==> config.mk <==
export PLATFORM = sky130hd
export DESIGN_NAME = dcache_req_side
export DESIGN_NICKNAME = d
export VERILOG_FILES = /design/src/hw/dcache_pkg.sv /design/src/hw/dcache_req_side.sv
export SDC_FILE = /design/constraint.sdc
export NUM_CORES = 1
export LEC_CHECK = 0
export ABC_AREA = 1
export BUFFER_PORTS_ARGS = -buffer_cell sky130_fd_sc_hd__buf_2
export CAP_MARGIN = 5
export CELL_PAD_IN_SITES_DETAIL_PLACEMENT = 1
export CELL_PAD_IN_SITES_GLOBAL_PLACEMENT = 2
export CORE_MARGIN = 2
export CORE_UTILIZATION = 27
export DETAILED_ROUTE_END_ITERATION = 10
export HOLD_SLACK_MARGIN = 0.1
export PLACE_DENSITY = 0.95
export SETUP_SLACK_MARGIN = 0.3
export SKIP_CTS_REPAIR_TIMING = 1
export SYNTH_ARGS = -nofsm -noshare
export SYNTH_HDL_FRONTEND = slang
export SYNTH_SLANG_ARGS = --single-unit
==> constraint.sdc <==
create_clock -name clk -period 2.2 [get_ports clk]
set_input_delay 0.33 -clock clk [delete_from_list [all_inputs] [get_ports clk]]
set_output_delay 0.33 -clock clk [all_outputs]
set_load 0.005 [all_outputs]
==> src/hw/dcache_pkg.sv <==
`default_nettype none

package dcache_pkg;

    localparam int ADDR_W     = 32;
    localparam int LINE_BYTES = 8;

    typedef logic [ADDR_W-1:0] addr_t;
    typedef logic [31:0]       word_t;
    typedef logic [63:0]       dword_t;
    typedef logic [2:0]        offset_t;

    typedef enum logic [3:0] {
        ST_IDLE,
        ST_LOOKUP,
        ST_FILL_REQ,
        ST_FILL_WAIT,
        ST_INSTALL,
        ST_COMPARE,
        ST_SECOND,
        ST_WRITE_REQ,
        ST_WRITE_WAIT,
        ST_DELIVER,
        ST_FAULT
    } ctrl_state_t;

endpackage

`default_nettype wire

==> src/hw/dcache_req_side.sv <==
`timescale 1ns/1ps
`default_nettype none

module dcache_req_side
    import dcache_pkg::*;
(
    input  logic    clk,
    input  logic    arst_n,
    input  logic    rd_req_valid,
    input  addr_t   rd_req_address,
    input  logic    wr_req_valid,
    input  addr_t   wr_req_address,
    input  dword_t  wr_req_data,
    input  logic    wr_size_in,
    input  logic    accept_rd,
    input  logic    accept_wr,
    input  logic    next_line,
    output logic    rd_req_ready,
    output logic    wr_req_ready,
    output addr_t   virt_addr,
    output logic    is_write,
    output dword_t  wdata,
    output logic    wsize,
    output offset_t byte_offset,
    output logic    needs_second
);
    addr_t addr_q;
    logic  take_rd;
    logic  take_wr;

    // controller levels open the handshake
    assign rd_req_ready = accept_rd;
    assign wr_req_ready = accept_wr;
    assign take_rd      = accept_rd && rd_req_valid;
    assign take_wr      = accept_wr && wr_req_valid;

    always_ff @(posedge clk) begin
        if (take_rd) begin
            addr_q <= rd_req_address;
        end else if (take_wr) begin
            addr_q <= wr_req_address;
            wdata  <= wr_req_data;
            wsize  <= wr_size_in;
        end
    end

    always_ff @(posedge clk or negedge arst_n) begin
        if (!arst_n) begin
            is_write <= 1'b0;
        end else if (take_rd) begin
            is_write <= 1'b0;
        end else if (take_wr) begin
            is_write <= 1'b1;
        end
    end

    // second pass looks at the following line
    assign virt_addr    = next_line ? addr_q + addr_t'(LINE_BYTES) : addr_q;
    assign byte_offset  = addr_q[2:0];
    assign needs_second = |addr_q[2:0];

endmodule

`default_nettype wire

# Word level (Yosys, flattened, before mapping)
# Cells that the tools add are included.
totals:
  reg_bits: 98
  input_bits: 136
  output_inout_bits: 104
op_classes:
  n_reduce_logical: 5
  bitwise: 1
  mux: 5
  addsub: 1
ops:
  columns: ["cell", "n"]
  rows:
  - ["$mux W32", 3]
  - ["$add A32 B4 Y32 const B", 1]
  - ["$reduce_or A3 Y1", 1]
  - ["$logic_and A1 B1 Y1", 2]
  - ["$mux W1", 2]
  - ["$reduce_and A2 Y1", 1]
  - ["$reduce_bool A2 Y1", 1]
  - ["$not A1 Y1", 1]

# Logic depth before layout (Yosys ltp)
logic_depth:
  word_depth: 3
  ltp_mapped: 9
  mapped_depth_nobuf: 8

# Worst setup path before layout
# No wires, ideal clock.
synth_path:
  path_type: "input port to flip-flop"
  startpoint: "in accept_rd"
  endpoint: "reg wdata[0] (enable)"
  setup_time_ns: 0.489
  n_path_buf: 1
  cell_stages: 4
  t_required_ns: 1.711
  arrival_time_ns: 3.535
  slack_ns: -1.824
  path_cell_list: "nand2_1 inv_1 clkbuf_1 nor2_1"
synth_between:
  elab_chain_len: 3
synth_rtl:
  columns: ["item", "line_no", "source"]
  rows:
  - ["start: declaration", "dcache_req_side.sv:15", "input logic accept_rd,"]
  - ["$logic_and A1 B1 Y1", "dcache_req_side.sv:34", "assign take_rd = accept_rd && rd_req_valid;"]
  - ["$not A1 Y1 (no source line)", null, null]
  - ["$reduce_and A2 Y1 (no source line)", null, null]
  - ["end signal: assignment", "dcache_req_side.sv:42", "wdata <= wr_req_data;"]
  - ["end: declaration", "dcache_req_side.sv:22", "output dword_t wdata,"]
# No other way between the ends.
# A chain may end at the register's enable or synchronous reset.

# Worst setup path in the final report
layout_path:
  startpoint: "reg addr_q[3]"
  endpoint: "out virt_addr[27]"
layout_between:
  elab_chain_len: 2
layout_rtl:
  columns: ["item", "line_no", "source"]
  rows:
  - ["start: declaration", "dcache_req_side.sv:27", "addr_t addr_q;"]
  - ["start signal: assignment", "dcache_req_side.sv:39", "addr_q <= rd_req_address;"]
  - ["start signal: assignment", "dcache_req_side.sv:41", "addr_q <= wr_req_address;"]
  - ["$add A32 B4 Y32", "dcache_req_side.sv:58", "assign virt_addr = next_line ? addr_q + addr_t'(LINE_BYTES) : addr_q;"]
  - ["$mux W32", "dcache_req_side.sv:58", null]
  - ["end: declaration", "dcache_req_side.sv:20", "output addr_t virt_addr,"]
# No other way between the ends.

==> impl_metrics.ini <==
[hold_path]
hold_class = in -> reg
min_from = wr_req_data[48]
timing.hold.worst_path_depth = 1
hold-path-endpoint = wdata[48]

[grt]
grt_start_max_net_pins = 66
groute.usage.overall = 0.168
global_route_wire_length_before_repair_mm = 21.3
overflow = 0
via_count_of_the_first_global_routing_pass = 4041
grt_antenna_before_repair = 0

[routing]
dr.first_iter.drc_count = 140
highest_layer = met4
drt_drc_violations_left = 0
dr.pass1.iters = 4
route.final.wire_length_mm = 15.3
route.layer.met1.wl_mm = 5.42
sum_of_met3_wire_segment_lengths_after_detailed_routing_mm = 1.42
dr_vias = 3832
route.antenna.remaining_nets = 0
routed-wl-met2_mm = 8.27
wire_per_inst_um = 17.5
viasPerCell = 4.38

[yosys]
yosys.cell_types.count = 28
ys_warn_count = 0
postSynth.asyncResetShare = 0.0102
synth_sequential_area_ratio = 0.678
portion_of_synthesized_cell_area_occupied_by_the_leading_cell_type = 0.673
syn-num-nets = 533
postSynthAreaPerCell_um2 = 10.9
post-synth-top-area-cell = sky130_fd_sc_hd__edfxtp_1
syn-cell-area_um2 = 4330
synth.top_cells.by_area = sky130_fd_sc_hd__edfxtp_1, sky130_fd_sc_hd__nand2_1, sky130_fd_sc_hd__inv_1
yosys_most_used_dff = sky130_fd_sc_hd__edfxtp_1
synth-edff-count = 97
synth_top_cells_by_count = sky130_fd_sc_hd__nand2_1, sky130_fd_sc_hd__edfxtp_1, sky130_fd_sc_hd__inv_1, sky130_fd_sc_hd__nor2_1, sky130_fd_sc_hd__nand3_1
postSynthRegisterBits = 98
netlist_instances = 396
synthMostInstantiatedCell = sky130_fd_sc_hd__nand2_1

[timing]
setup_viol = 0
worst_pin_slew_ps = 408
timing.slew.headroom = 0.728
final-hold-violation-count = 0
setup_repair_after_global_routing_missed_its_margin = true
finalHoldWorstSlack_ps = 154
timing.final.crit_share = 0.986
timing.fmax_mhz = 461
final-max-slew-violation-count = 0
timing.final.crit_period_ps = 2170
clock-skew-final_ps = 0

[power_and_ir_drop]
clkPwrFrac = 0.338
p_switching_mw = 1.24
share_comb_of_total_power = 0.152
seq_power_share = 0.510
power.internal_mw = 3.36
leakage_dissipation_nw = 2.96
power_per_cell_area_nw_per_um2 = 725
switching_share = 0.269
worst_ir_drop_vdd_mv = 0.569

[critical_path]
timing.critical_path.to_type = output port
timing.critical_path.slowest_stage_cell = sky130_fd_sc_hd__edfxtp_1
worst-r2r-cell-count = 2
startpoint_type = register
highest_net_fanout_along_the_worst_path = 4
cp_arrival_ps = 1840
cp_peak_stage_delay_ps = 480
crit_required_ps = 1870
cp_cell_sequence = ha_4 -> inv_1 -> nor2_1 -> nand3b_1 -> nor2_4 -> nand3_1 -> nand2_1 -> nand2_1 -> buf_2
criticalPathCategory = reg -> out
timing.critical_path.from = addr_q[3]
regToRegSetupSlack_ps = 1490
destination_of_the_worst_register_to_register_timing_path = is_write
crit_path_frequent_cell = sky130_fd_sc_hd__nand2_1
reg2reg_from = is_write

[clocking]
cts_tree = built
clk_pin_slew_ps = 80
clkLatencyLatePin_ps = 340
cts.root.buffer_cell = sky130_fd_sc_hd__clkbuf_16
ctsLongestPathBuffers = 2
cts_sinks = 98
htreeDepth = 3
cts_inserted_buffers = 9

[placement]
buffer_ports.inserted = 239
place.gp.congestion = 0.803
dpl.hpwl_mm = 11.9

[floorplan]
rows = 46
core_area_um2 = 15800
floorplan.die.width_um = 131
floorplan.initialDensity = 0.275
top_level_ports = 240
die_h_um = 131
die-area_um2 = 17100

[flow_run]
maxCapViolations = 0

[status]
status = finished clean

[layout]
areaGrowthSynthToFinish_pct = 46.2
post-route-util = 0.401
finalNetCount = 791
antennaDiodeCount = 0
layout-drive-gt1-share = 0.475
-- how the worst max path moves through the flow --
stage,end,cells past startpoint
after floorplan,wdata[0],4
after global placement,virt_addr[19],7
after detailed placement,virt_addr[19],7
after CTS,virt_addr[19],7
after global routing,virt_addr[25],9
final,virt_addr[27],9
-- area by class of cell --
| class | instances | area, µm² |
|---|---|---|
| fill | 1857 | 9440 |
| clock inverter | 7 | 75.1 |
| multi-input combinational | 253 | 1320 |
| clock buffer | 9 | 225 |
| timing repair buffer | 261 | 1380 |
| tap | 216 | 270 |
| sequential | 98 | 2940 |
| inverter | 31 | 121 |
-- flip-flops by register name, summed over array words and instances (netlist names) --
signal    cells
wsize         1
is_write      1
addr_q       32
wdata        64
-- through the flow --
step / TNS (ps) / worst slack (ps) / instance area, µm² / cells / power, mW
after floorplan: 0 / 219 / 4370 / 396 / 2.62
final: 0 / 29.9 / 6330 / 875 / 4.59
after global routing: -805 / -98.3 / 6330 / 875 / 4.79
after detailed placement: 0 / 230 / 5740 / 837 / 3.01
after CTS: -569 / -151 / 6040 / 853 / 4.56
after global placement: 0 / 274 / 5740 / 837 / 2.98
-- layout by cell type (no fill, tap or decap) --
| master | n |
|---|---|
| sky130_fd_sc_hd__buf_12 | 1 |
| sky130_fd_sc_hd__buf_2 | 239 |
| sky130_fd_sc_hd__buf_4 | 20 |
| sky130_fd_sc_hd__clkbuf_16 | 9 |
| sky130_fd_sc_hd__clkinv_2 | 1 |
| sky130_fd_sc_hd__clkinv_4 | 2 |
| sky130_fd_sc_hd__clkinv_8 | 2 |
| sky130_fd_sc_hd__dfrtp_1 | 1 |
| sky130_fd_sc_hd__dlygate4sd3_1 | 1 |
| sky130_fd_sc_hd__edfxtp_1 | 97 |
| sky130_fd_sc_hd__ha_4 | 1 |
| sky130_fd_sc_hd__inv_1 | 30 |
| sky130_fd_sc_hd__inv_6 | 2 |
| sky130_fd_sc_hd__inv_8 | 1 |
| sky130_fd_sc_hd__nand2_1 | 156 |
| sky130_fd_sc_hd__nand2_2 | 6 |
| sky130_fd_sc_hd__nand2_4 | 1 |
| sky130_fd_sc_hd__nand2_8 | 1 |
| sky130_fd_sc_hd__nand3_1 | 17 |
| sky130_fd_sc_hd__nand3_2 | 5 |
| sky130_fd_sc_hd__nand3b_1 | 4 |
| sky130_fd_sc_hd__nand3b_4 | 1 |
| sky130_fd_sc_hd__nand4_1 | 8 |
| sky130_fd_sc_hd__nor2_1 | 14 |
| sky130_fd_sc_hd__nor2_2 | 8 |
| sky130_fd_sc_hd__nor2_4 | 8 |
| sky130_fd_sc_hd__nor2_8 | 1 |
| sky130_fd_sc_hd__nor3_1 | 4 |
| sky130_fd_sc_hd__o21ai_0 | 1 |
| sky130_fd_sc_hd__o21ai_1 | 1 |
| sky130_fd_sc_hd__o21bai_1 | 1 |
| sky130_fd_sc_hd__or3_1 | 1 |
| sky130_fd_sc_hd__xnor2_1 | 3 |
| sky130_fd_sc_hd__xnor2_2 | 1 |
| sky130_fd_sc_hd__xor2_1 | 7 |
| sky130_fd_sc_hd__xor2_2 | 3 |
-- cells by family (layout without fill, tap and decap cells) --
family | count (synthesis) | count (layout) | share of synthesized area
adders and majority gates | 1 | 1 | 0.00289
buffers and inverters | 47 | 308 | 0.0532
xor gates and xnor gates | 14 | 14 | 0.0301
AOI/OAI and AO/OA | 3 | 3 | 0.00404
DFF | 98 | 98 | 0.678
and+or+nand+nor | 233 | 235 | 0.231
-- layer usage --
layer,global-route usage,vias up
li1,-,1819
met1,0.182,1861
met2,0.307,137
met3,0.0611,15
met4,0.0488,0
met5,0,-
-- worst max-delay path: cells and delay by family (launching register included) --
| kind | cells | cell delay, ps |
|---|---|---|
| buffers and inverters | 2 | 170 |
| AND/OR/NAND/NOR | 6 | 640 |
| flip-flops | 1 | 480 |
| adder cells (fa/ha/maj) | 1 | 200 |
-- power by group through the flow --
stage | combinational, mW | clock [mW] | sequential (mW)
after floorplan | 0.263 | 0 | 2.36
after global placement | 0.609 | 0 | 2.37
after detailed placement | 0.632 | 0 | 2.38
after CTS | 0.632 | 1.59 | 2.34
after global routing | 0.779 | 1.65 | 2.36
final | 0.700 | 1.55 | 2.34
(Power assumes the default switching activity.)
