===== src/hw/dcache_pkg.sv =====
`default_nettype none

package dcache_pkg;

    localparam int ADDR_W     = 32;
    localparam int LINE_BYTES = 8;

    typedef logic [ADDR_W-1:0] addr_t;
    typedef logic [31:0]       word_t;
    typedef logic [63:0]       dword_t;
    typedef logic [2:0]        offset_t;

    typedef enum logic [3:0] {
        ST_IDLE,
        ST_LOOKUP,
        ST_FILL_REQ,
        ST_FILL_WAIT,
        ST_INSTALL,
        ST_COMPARE,
        ST_SECOND,
        ST_WRITE_REQ,
        ST_WRITE_WAIT,
        ST_DELIVER,
        ST_FAULT
    } ctrl_state_t;

endpackage

`default_nettype wire


===== src/hw/dcache_align.sv =====
`timescale 1ns/1ps
`default_nettype none

module dcache_align
    import dcache_pkg::*;
(
    input  logic    clk,
    input  logic    arst_n,
    input  dword_t  line,
    input  logic    load_first,
    input  logic    deliver,
    input  offset_t byte_offset,
    input  logic    rd_dp_ready,
    output logic    rd_dp_valid,
    output dword_t  rd_dp_read_data
);
    dword_t        first_q;
    dword_t        low;
    logic [127:0]  both;
    dword_t        shifted;

    // aligned reads use one line only
    assign low     = (byte_offset == 3'd0) ? line : first_q;
    assign both    = {line, low};
    assign shifted = both[{byte_offset, 3'b000} +: 64];

    always_ff @(posedge clk) begin
        if (load_first) begin
            first_q <= line;
        end
        if (deliver) begin
            rd_dp_read_data <= shifted;
        end
    end

    always_ff @(posedge clk or negedge arst_n) begin
        if (!arst_n) begin
            rd_dp_valid <= 1'b0;
        end else if (deliver) begin
            rd_dp_valid <= 1'b1;
        end else if (rd_dp_ready) begin
            rd_dp_valid <= 1'b0;
        end
    end

    a_hold_stable: assert property (
        @(posedge clk) disable iff (!arst_n)
        (rd_dp_valid && !rd_dp_ready) |=> (rd_dp_valid && $stable(rd_dp_read_data))
    ) else $error("read data changed under back-pressure");

endmodule

`default_nettype wire


===== config.mk =====
export PLATFORM = sky130hd
export DESIGN_NAME = dcache_align
export DESIGN_NICKNAME = d
export VERILOG_FILES = /design/src/hw/dcache_pkg.sv /design/src/hw/dcache_align.sv
export SDC_FILE = /design/constraint.sdc
export NUM_CORES = 1
export LEC_CHECK = 0
export ABC_AREA = 1
export BUFFER_PORTS_ARGS = -buffer_cell sky130_fd_sc_hd__clkbuf_2
export CORE_ASPECT_RATIO = 0.75
export CORE_MARGIN = 1.5
export CORE_UTILIZATION = 50
export CTS_CLUSTER_SIZE = 24
export DETAILED_ROUTE_END_ITERATION = 10
export PLACE_DENSITY = 0.71
export SYNTH_ARGS = -nofsm -noshare
export SYNTH_HDL_FRONTEND = slang
export SYNTH_SLANG_ARGS = --single-unit

===== constraint.sdc =====
create_clock -name clk -period 3 [get_ports clk]
set_clock_uncertainty 0.2 [all_clocks]
set_input_delay 0.15 -clock clk [delete_from_list [all_inputs] [get_ports clk]]
set_output_delay 0.15 -clock clk [all_outputs]
set_load 0.03 [all_outputs]

After elaboration in Yosys (flattened, before gate mapping)
Index checks and enable logic that the tools add are counted.
{"block": "totals", "wordCells": 9, "ff_bits": 129, "inputBits": 72, "output_inout_bits": 65}
{"block": "classes", "n_mux": 3, "reduce_logical": 2, "shift": 1}
{"operator": "$shiftx 128x7->64", "count": 1}
{"operator": "$mux 64", "count": 1}
{"operator": "$logic_not 3->1", "count": 1}
{"operator": "$mux 1", "count": 2}
{"operator": "$reduce_bool 2->1", "count": 1}

Longest topological paths before layout
Gate-level depths: netlist of the first run.
{"block": "logic_depth", "depth_word": 3, "mapped_depth": 11, "depth_no_buf": 9}

Least setup slack after synthesis of the first run
OpenSTA, ideal clock, no wires.
{"block": "synth_path", "kind": "input-to-reg", "start": "input port byte_offset[1]", "end": "register rd_dp_read_data[7], data pin", "n_path_buf": 3, "slack_ps": 1475, "cell_stages": 10, "required_time_ps": 2546, "setup_ps": 254, "arrival_time_ps": 1071, "cell_sequence": "buf_2 -> inv_4 -> nand2_2 -> buf_6 -> buf_2 -> nand2_1 -> nand3_1 -> nand3_1 -> nand3_1 -> nand2_1"}
{"block": "synth_via", "elab_chain_len": 3}
{"item": "from (decl)", "line_no": "dcache_align.sv:12", "rtl": "input offset_t byte_offset,"}
{"item": "$logic_not 3->1", "line_no": "dcache_align.sv:23", "rtl": "assign low = (byte_offset == 3'd0) ? line : first_q;"}
{"item": "$mux 64", "line_no": "dcache_align.sv:23"}
{"item": "$shiftx 128x7->64 (*)", "line_no": "dcache_align.sv:25", "rtl": "assign shifted = both[{byte_offset, 3'b000} +: 64];"}
{"item": "via shifted[7]", "line_no": "dcache_align.sv:20", "rtl": "dword_t shifted;"}
{"item": "to (signal assigned)", "line_no": "dcache_align.sv:32", "rtl": "rd_dp_read_data <= shifted;"}
{"item": "to (decl)", "line_no": "dcache_align.sv:15", "rtl": "output dword_t rd_dp_read_data"}
The timed path passes the listed nets; every way through them passes the cells marked *.
A chain may end at the register's enable or synchronous reset.

Final worst setup path of the first run
{"block": "layout_path", "start": "input port byte_offset[0]", "end": "register rd_dp_read_data[22], data pin"}
The elaborated chain is that of the path after synthesis.

==> implementation parameters, run 1 <==
Parameter                              Value

Floorplan
  Total core area ... 0.0159 mm^2
  Number of placement rows ... 40
  Die area ... 0.0169 mm^2
  Floorplan die width ... 150 um
  Count of pins on the block boundary ... 137
  Initial core utilization ... 50.7%
  Die H ... 113 um

Logic synthesis
  Average footprint of a synthesized cell ... 7.65 um^2
  Main area contributors after synthesis ... sky130_fd_sc_hd__edfxtp_1 (48%), sky130_fd_sc_hd__nand3_1 (24%), sky130_fd_sc_hd__nand2_1 (12%)
  Synth top area share ... 47.6%
  Cells after synthesis ... 1055
  Syn_nets ... 1127
  List of most frequent post-synthesis cells ... sky130_fd_sc_hd__nand3_1 (384), sky130_fd_sc_hd__nand2_1 (254), sky130_fd_sc_hd__edfxtp_1 (128)
  Share of synthesized registers carrying an async set or reset ... 0.775%
  Area leader, netlist ... sky130_fd_sc_hd__edfxtp_1
  Synth cell types ... 18
  Number of enable flip-flop cells after synthesis ... 128
  Yosys warns ... 0
  Most common cell in the netlist ... sky130_fd_sc_hd__nand3_1
  Fraction of the yosys area taken by sequential cells ... 47.9%
  Post-synth top flop ... sky130_fd_sc_hd__edfxtp_1
  Flip-flop and latch count after synthesis ... 129
  Combined area of all synthesized cells ... 0.00807 mm^2

Finish
  Post-layout net count ... 1283
  Non-filler instance count after layout ... 1434
  Antenna cells ... 0
  Final cell utilization of the core ... 62.7%
  Fill cell instance count of the final layout ... 1460
  Share of post-route cells with drive strength above 1 ... 14.3%
  Area added between synthesis and finish ... 23.5%
  Design area ... 0.00997 mm^2

Hold path
  Hold path endpoint ... first_q[15]$_DFFE_PP_
  Min-delay src ... load_first
  Number of instances on the worst hold path ... 2
  Class of the most critical hold timing path ... in2reg

Timing
  Maximum operating frequency ... 0.558 GHz
  Hold violation total from the final report ... 0
  Fin. max-slew vios ... 0
  Post-route setup slack ... 1.21 ns
  Relative slew slack ... 34.9%
  Final Cycle Share ... 59.7%
  Total negative setup slack ... 0 ns
  Final number of setup-violating endpoints ... 0
  RSZ-0062 raised after global routing ... no
  Transition time at the pin with the least slew margin ... 0.977 ns
  Crit path time final ... 1.79 ns
  Minimum hold slack ... 0.0743 ns

Pwr
  Reported net switching power ... 1.53 mW
  Internal ... 3.57 mW
  Overall Power ... 5.09 mW
  IR drop worst, VDD ... 0.468 mV
  Combinational share of power ... 21.7%
  Leakage power summed over all cells ... 4.67 nW
  Sequential group share of total power ... 43.6%
  Switching part of the total ... 30.0%
  PD cells ... 511 mW/mm^2
  Clock network fraction of design power ... 34.6%

Placement
  Worst-case setup slack after placement ... 0.807 ns
  Placed standard-cell area ... 0.00880 mm^2
  Weighted congestion reported at the end of routability-driven placement ... 0.913
  DP HPWL ... 14.1 mm
  PortBufs ... 136
  Placed cell count ... 1334

Setup path
  Startpoint Class ... input pin
  Cell depth of the worst flop-to-flop path ... 6
  Worst reg2reg endpoint ... rd_dp_read_data[57]$_DFFE_PP_
  CP Capture Type ... flop
  R2r setup slk ... 1.58 ns
  Arrival time worst endpoint ... 1.76 ns
  Reg-to-Reg Start ... first_q[57]$_DFFE_PP_
  Critical path type ... in2reg
  Crit path required time ... 2.97 ns
  Largest fanout on the critical path ... 66

Route
  ANT nets after route ... 0
  Total DRC errors in the routed layout ... 0
  1st-iter DRT viols ... 900
  Routed vias/inst ... 5.61
  Routed wire length ... 22.7 mm
  Vias ... 8044
  Detailed-router iteration count before antenna repair ... 6
  Post-DR wirelength/cell ... 15.9 um

Global routing
  Overall global routing resource usage ... 27.8%
  First-pass GRT wire length ... 36.5 mm
  Total overflow reported by the global router ... 0
  Initial antenna violation count ... 0
  Largest net degree at the start of global routing ... 163
  Via count of the first global-routing pass ... 7275

Clock network
  Clock tree from TritonCTS ... yes
  Root cell of the clock tree ... sky130_fd_sc_hd__clkbuf_16
  Clock latency on the worst-skew pair ... 0.42 ns
  Number of buffers inserted by post-CTS setup repair ... 0
  Number of levels the H-tree was split into ... 4
  Clk sinks ... 129
  Clock slew at the register clock pins of the worst setup and hold paths ... 0.05 ns
  Number of buffers created by CTS ... 17
  Number of buffers on the longest clock path ... 2

Run
  Reported max-cap violation count ... 0

Outcome
  Outcome ... completed
## what timing repair did
action,4_1_cts,5_1_grt
endpoints found under the hold margin,81,0
resized for setup,0,0
endpoints found under the setup margin,0,0
hold buffers,68,0
## state kept, by name, summed over array words and instances, names as in the netlist
register	count
first_q	64
rd_dp_valid	1
rd_dp_read_data	64
## power groups by stage
stage,clock network (mW),logic [mW],registers [mW]
6_report,1.76,1.11,2.22
5_1_grt,1.88,1.22,2.23
2_1_floorplan,0,0.549,2.41
3_3_place_gp,0,1.01,2.25
3_5_place_dp,0,1.02,2.26
4_1_cts,1.80,1.10,2.22
## worst max-delay path: stages
cell,delay [ns]
sky130_fd_sc_hd__buf_4,0.18
sky130_fd_sc_hd__nor2_4,0.12
sky130_fd_sc_hd__buf_4,0.58
sky130_fd_sc_hd__nand3b_1,0.22
sky130_fd_sc_hd__nand3_1,0.18
sky130_fd_sc_hd__nand3_1,0.11
sky130_fd_sc_hd__nand3_1,0.12
sky130_fd_sc_hd__nand2_1,0.08
## cell usage in the layout (no fill, tap or decap)
master and count:
sky130_fd_sc_hd__dlygate4sd3_1 68, sky130_fd_sc_hd__nand2_2 1, sky130_fd_sc_hd__o21ai_0 64, sky130_fd_sc_hd__inv_4 1
sky130_fd_sc_hd__buf_2 3, sky130_fd_sc_hd__clkinv_2 4, sky130_fd_sc_hd__buf_12 5, sky130_fd_sc_hd__inv_2 2
sky130_fd_sc_hd__clkbuf_1 6, sky130_fd_sc_hd__clkbuf_2 132, sky130_fd_sc_hd__nand2_1 254, sky130_fd_sc_hd__o21bai_1 1
sky130_fd_sc_hd__dfrtp_1 1, sky130_fd_sc_hd__a21oi_1 16, sky130_fd_sc_hd__nor2_4 1, sky130_fd_sc_hd__nand3b_1 16
sky130_fd_sc_hd__clkinv_1 4, sky130_fd_sc_hd__edfxtp_1 128, sky130_fd_sc_hd__clkbuf_16 17, sky130_fd_sc_hd__nand3_1 384
sky130_fd_sc_hd__inv_1 107, sky130_fd_sc_hd__clkinvlp_4 1, sky130_fd_sc_hd__buf_4 8
## cell type report
| class | count | area, um^2 | share of cell area (%) |
|---|---|---|---|
| well taps | 210 | 263 | 2.63 |
| repair buffers | 216 | 1520 | 15.2 |
| clock buffers | 23 | 448 | 4.49 |
| clock inverters | 9 | 42.5 | 0.426 |
| flip-flops and latches | 129 | 3870 | 38.8 |
| multi-input cells | 737 | 3420 | 34.3 |
| inverters | 110 | 415 | 4.16 |
## logic make-up after synthesis
group | count (synthesis) | synth area share (%)
simple gates | 656 | 37.3
buf+inv | 189 | 9.78
flops | 129 | 47.9
compound gates | 81 | 5.05
## per-layer routing
| metal | global-route usage [%] | up-vias | wire [um] |
|---|---|---|---|
| met4 | 8.56 | 0 | 283 |
| met2 | 41.7 | 395 | 10100 |
| li1 | - | 3922 | - |
| met1 | 39.2 | 3707 | 10100 |
| met3 | 7.50 | 20 | 2210 |
| met5 | 0 | - | 0 |
## worst max path at each step
stage / start / to / slack, ns
2_1_floorplan: byte_offset[1] / rd_dp_read_data[7]$_DFFE_PP_ / 1.48
6_report: byte_offset[0] / rd_dp_read_data[22]$_DFFE_PP_ / 1.21
3_5_place_dp: byte_offset[0] / rd_dp_read_data[36]$_DFFE_PP_ / 0.81
5_1_grt: byte_offset[0] / rd_dp_read_data[38]$_DFFE_PP_ / 1.05
4_1_cts: byte_offset[0] / rd_dp_read_data[38]$_DFFE_PP_ / 1.25
3_3_place_gp: byte_offset[0] / rd_dp_read_data[38]$_DFFE_PP_ / 0.82
Note: power is estimated with default switching activity, not from simulation.
==> run 2: changes to the inputs <==
- clock period: 3 -> 1.79 ns (I/O delays scaled with it)
==> implementation parameters, run 2 (synthesis results as in run 1) <==
Parameter                              Value

Setup path
  Largest fanout on the critical path ... 4 (-94%)
  Crit path max-delay cell type ... sky130_fd_sc_hd__dlygate4sd3_1
  Peak per-stage delay on the critical path ... 0.56 ns (-0.02 ns)
  Worst path most repeated cell ... sky130_fd_sc_hd__nand2_1
  Startpoint Class ... input pin
  Crit path required time ... 1.76 ns (-1.21 ns)
  Critical path type ... in2reg
  CP Capture Type ... flop
  Arrival time worst endpoint ... 1.44 ns (-0.32 ns)
  Critical path cell sequence ... dlygate4sd3_1 -> clkbuf_2 -> o21ai_0 -> nand2_1 -> nand3_1 -> nand2_1

Clock network
  Clock latency on the worst-skew pair ... 0.43 ns (about the same)
  Number of buffers created by CTS ... 17 (unchanged)
  Clk sinks ... 129 (unchanged)
  Number of buffers on the longest clock path ... 2 (unchanged)
  Post-CTS resize count ... 0 (unchanged)
  Root cell of the clock tree ... sky130_fd_sc_hd__clkbuf_16
  Clock slew at the register clock pins of the worst setup and hold paths ... 0.06 ns (about the same)
  Number of levels the H-tree was split into ... 4 (unchanged)
  Clock tree from TritonCTS ... yes

Pwr
  IR drop worst, VDD ... 0.747 mV (+60%)
  Leakage power summed over all cells ... 4.77 nW (+2.3%)
  Switching part of the total ... 30.0% (about the same)
  Overall Power ... 9.02 mW (+77%)
  PD cells ... 880 mW/mm^2 (+72%)
  Clock network fraction of design power ... 37.4% (+2.8 points)
  Combinational share of power ... 21.3% (-0.4 points)
  Reported net switching power ... 2.70 mW (+77%)
  Sequential group share of total power ... 41.3% (-2.3 points)
  Internal ... 6.31 mW (+77%)

Route
  Routed vias/inst ... 5.64 (+0.46%)
  ANT nets after route ... 0 (unchanged)
  Routed wire length ... 23.5 mm (+3.3%)
  Vias ... 8126 (+1.0%)
  1st-iter DRT viols ... 836 (-7.1%)
  Top routing layer used ... met4
  Met1 wire length ... 10.2 mm (+0.74%)
  Detailed-router iteration count before antenna repair ... 6 (unchanged)
  Post-DR wirelength/cell ... 16.3 um (+2.7%)
  Routed length on met2 ... 10.7 mm (+5.5%)
  Routed wl met3 ... 2.28 mm (+3.0%)
  Total DRC errors in the routed layout ... 0 (unchanged)

Finish
  Share of post-route cells with drive strength above 1 ... 15.5% (+1.2 points)
  Antenna cells ... 0 (unchanged)
  Non-filler instance count after layout ... 1442 (+0.56%)
  Post-layout net count ... 1291 (+0.62%)
  Commonest cells after routing, fill and taps aside ... sky130_fd_sc_hd__nand3_1 (384), sky130_fd_sc_hd__nand2_1 (254), sky130_fd_sc_hd__clkbuf_2 (132)
  Area added between synthesis and finish ... 26.9%
  Commonest non-fill, non-tap cell in the layout ... sky130_fd_sc_hd__nand3_1
  Design area ... 0.0102 mm^2 (+2.7%)
  Regs by FF count ... first_q x64, rd_dp_read_data x64, rd_dp_valid x1

Global routing
  Via count of the first global-routing pass ... 7398 (+1.7%)
  Largest net degree at the start of global routing ... 97 (-40%)
  First-pass GRT wire length ... 37.1 mm (+1.5%)
  Initial antenna violation count ... 0 (unchanged)
  Overall global routing resource usage ... 28.4% (+0.65 points)
  Total overflow reported by the global router ... 0 (unchanged)

Timing
  Relative slew slack ... 49.9% (+15 points)
  Final Cycle Share ... 81.8%
  Transition time at the pin with the least slew margin ... 0.752 ns (-0.225 ns)
  RSZ-0062 raised after global routing ... no
  Hold violation total from the final report ... 0 (unchanged)
  Crit path time final ... 1.46 ns
  Fin. max-slew vios ... 0 (unchanged)
  Maximum operating frequency ... 0.683 GHz
  Total negative setup slack ... 0 ns (unchanged)
  Final number of setup-violating endpoints ... 0 (unchanged)

Placement
  Weighted congestion reported at the end of routability-driven placement ... 0.854 (-6.4%)
  DP HPWL ... 14.6 mm (+3.1%)
  PortBufs ... 136 (unchanged)
  Placed cell count ... 1341 (+0.52%)
  Placed standard-cell area ... 0.00898 mm^2 (+2.0%)

Run
  Reported max-cap violation count ... 0 (unchanged)

Floorplan
  Floorplan die width ... 150 um (unchanged)
  Die H ... 113 um (unchanged)
  Initial core utilization ... 50.7% (unchanged)
  Number of placement rows ... 40 (unchanged)
  Total core area ... 0.0159 mm^2 (unchanged)
  Die area ... 0.0169 mm^2 (unchanged)
  Count of pins on the block boundary ... 137 (unchanged)

Hold path
  Class of the most critical hold timing path ... in2reg

Outcome
  Outcome ... completed
## run 2: changes by cell type in the layout (fill, tap and decap cells not counted), sizes merged
| cell | delta |
|---|---|
| clkinv | -2 |
| buf | +7 |
| dlygate4sd3 | +1 |
| bufinv | +2 |
| clkinvlp | +6 |
| clkbuf | -6 |
## run 2: per-stage QoR
step           setup WS [ns]  hold slack (ns)  utilization (%)
2_1_floorplan          0.326           -0.406                -
3_3_place_gp           0.118           -0.335             56.4
3_5_place_dp          0.0764           -0.334             56.4
4_1_cts                0.363            0.118             64.4
5_1_grt                0.272            0.127             64.4
6_report               0.326            0.136             64.4
## run 2: repair_timing
item | in CTS | in global routing
setup buffers | 0 | 0
hold buffers | 69 | 0
hold endpoints to repair | 106 | 0
## run 2: worst paths after layout
| path | cells after the start | startpoint | slack, ns | endpoint |
|---|---|---|---|---|
| max | 6 | line[2] | 0.33 | rd_dp_read_data[50]$_DFFE_PP_ |
| min | 5 | byte_offset[0] | 0.14 | rd_dp_read_data[46]$_DFFE_PP_ |
| max reg2reg | 6 | first_q[55]$_DFFE_PP_ | 0.42 | rd_dp_read_data[7]$_DFFE_PP_ |
| min reg2reg | 2 | rd_dp_valid$_DFFE_PN0P_ | 0.31 | rd_dp_valid$_DFFE_PN0P_ |
| max in group asynchronous | 3 | arst_n | 1.00 | rd_dp_valid$_DFFE_PN0P_ |
| min in group asynchronous | 3 | arst_n | 0.29 | rd_dp_valid$_DFFE_PN0P_ |
## run 2: final cells by class
type | count | area, um^2
repair buffers | 224 | 1700
clock inverters | 15 | 145
flip-flops and latches | 129 | 3870
well taps | 210 | 263
inverters | 110 | 415
clock buffers | 17 | 425
multi-input cells | 737 | 3420
fillers | 1372 | 5670
## run 2: worst max-delay path, delay by kind of cell
kind	cells	cell delay [ns]
simple gates	3	0.32
compound gates	1	0.28
buf+inv	2	0.74
## run 2: layer usage
layer	global-route usage (%)	vias up
li1	-	3942
met1	39.7	3676
met2	44.5	475
met3	5.93	33
met4	8.76	0
met5	0	-
## run 2: power by group through the flow
stage	sequential (mW)	combinational, mW	clock (mW)
after global placement	3.78	1.75	0
after detailed placement	3.78	1.77	0
after floorplan	4.03	0.920	0
after CTS	3.72	1.90	3.41
final	3.72	1.92	3.38
after global routing	3.74	2.11	3.54
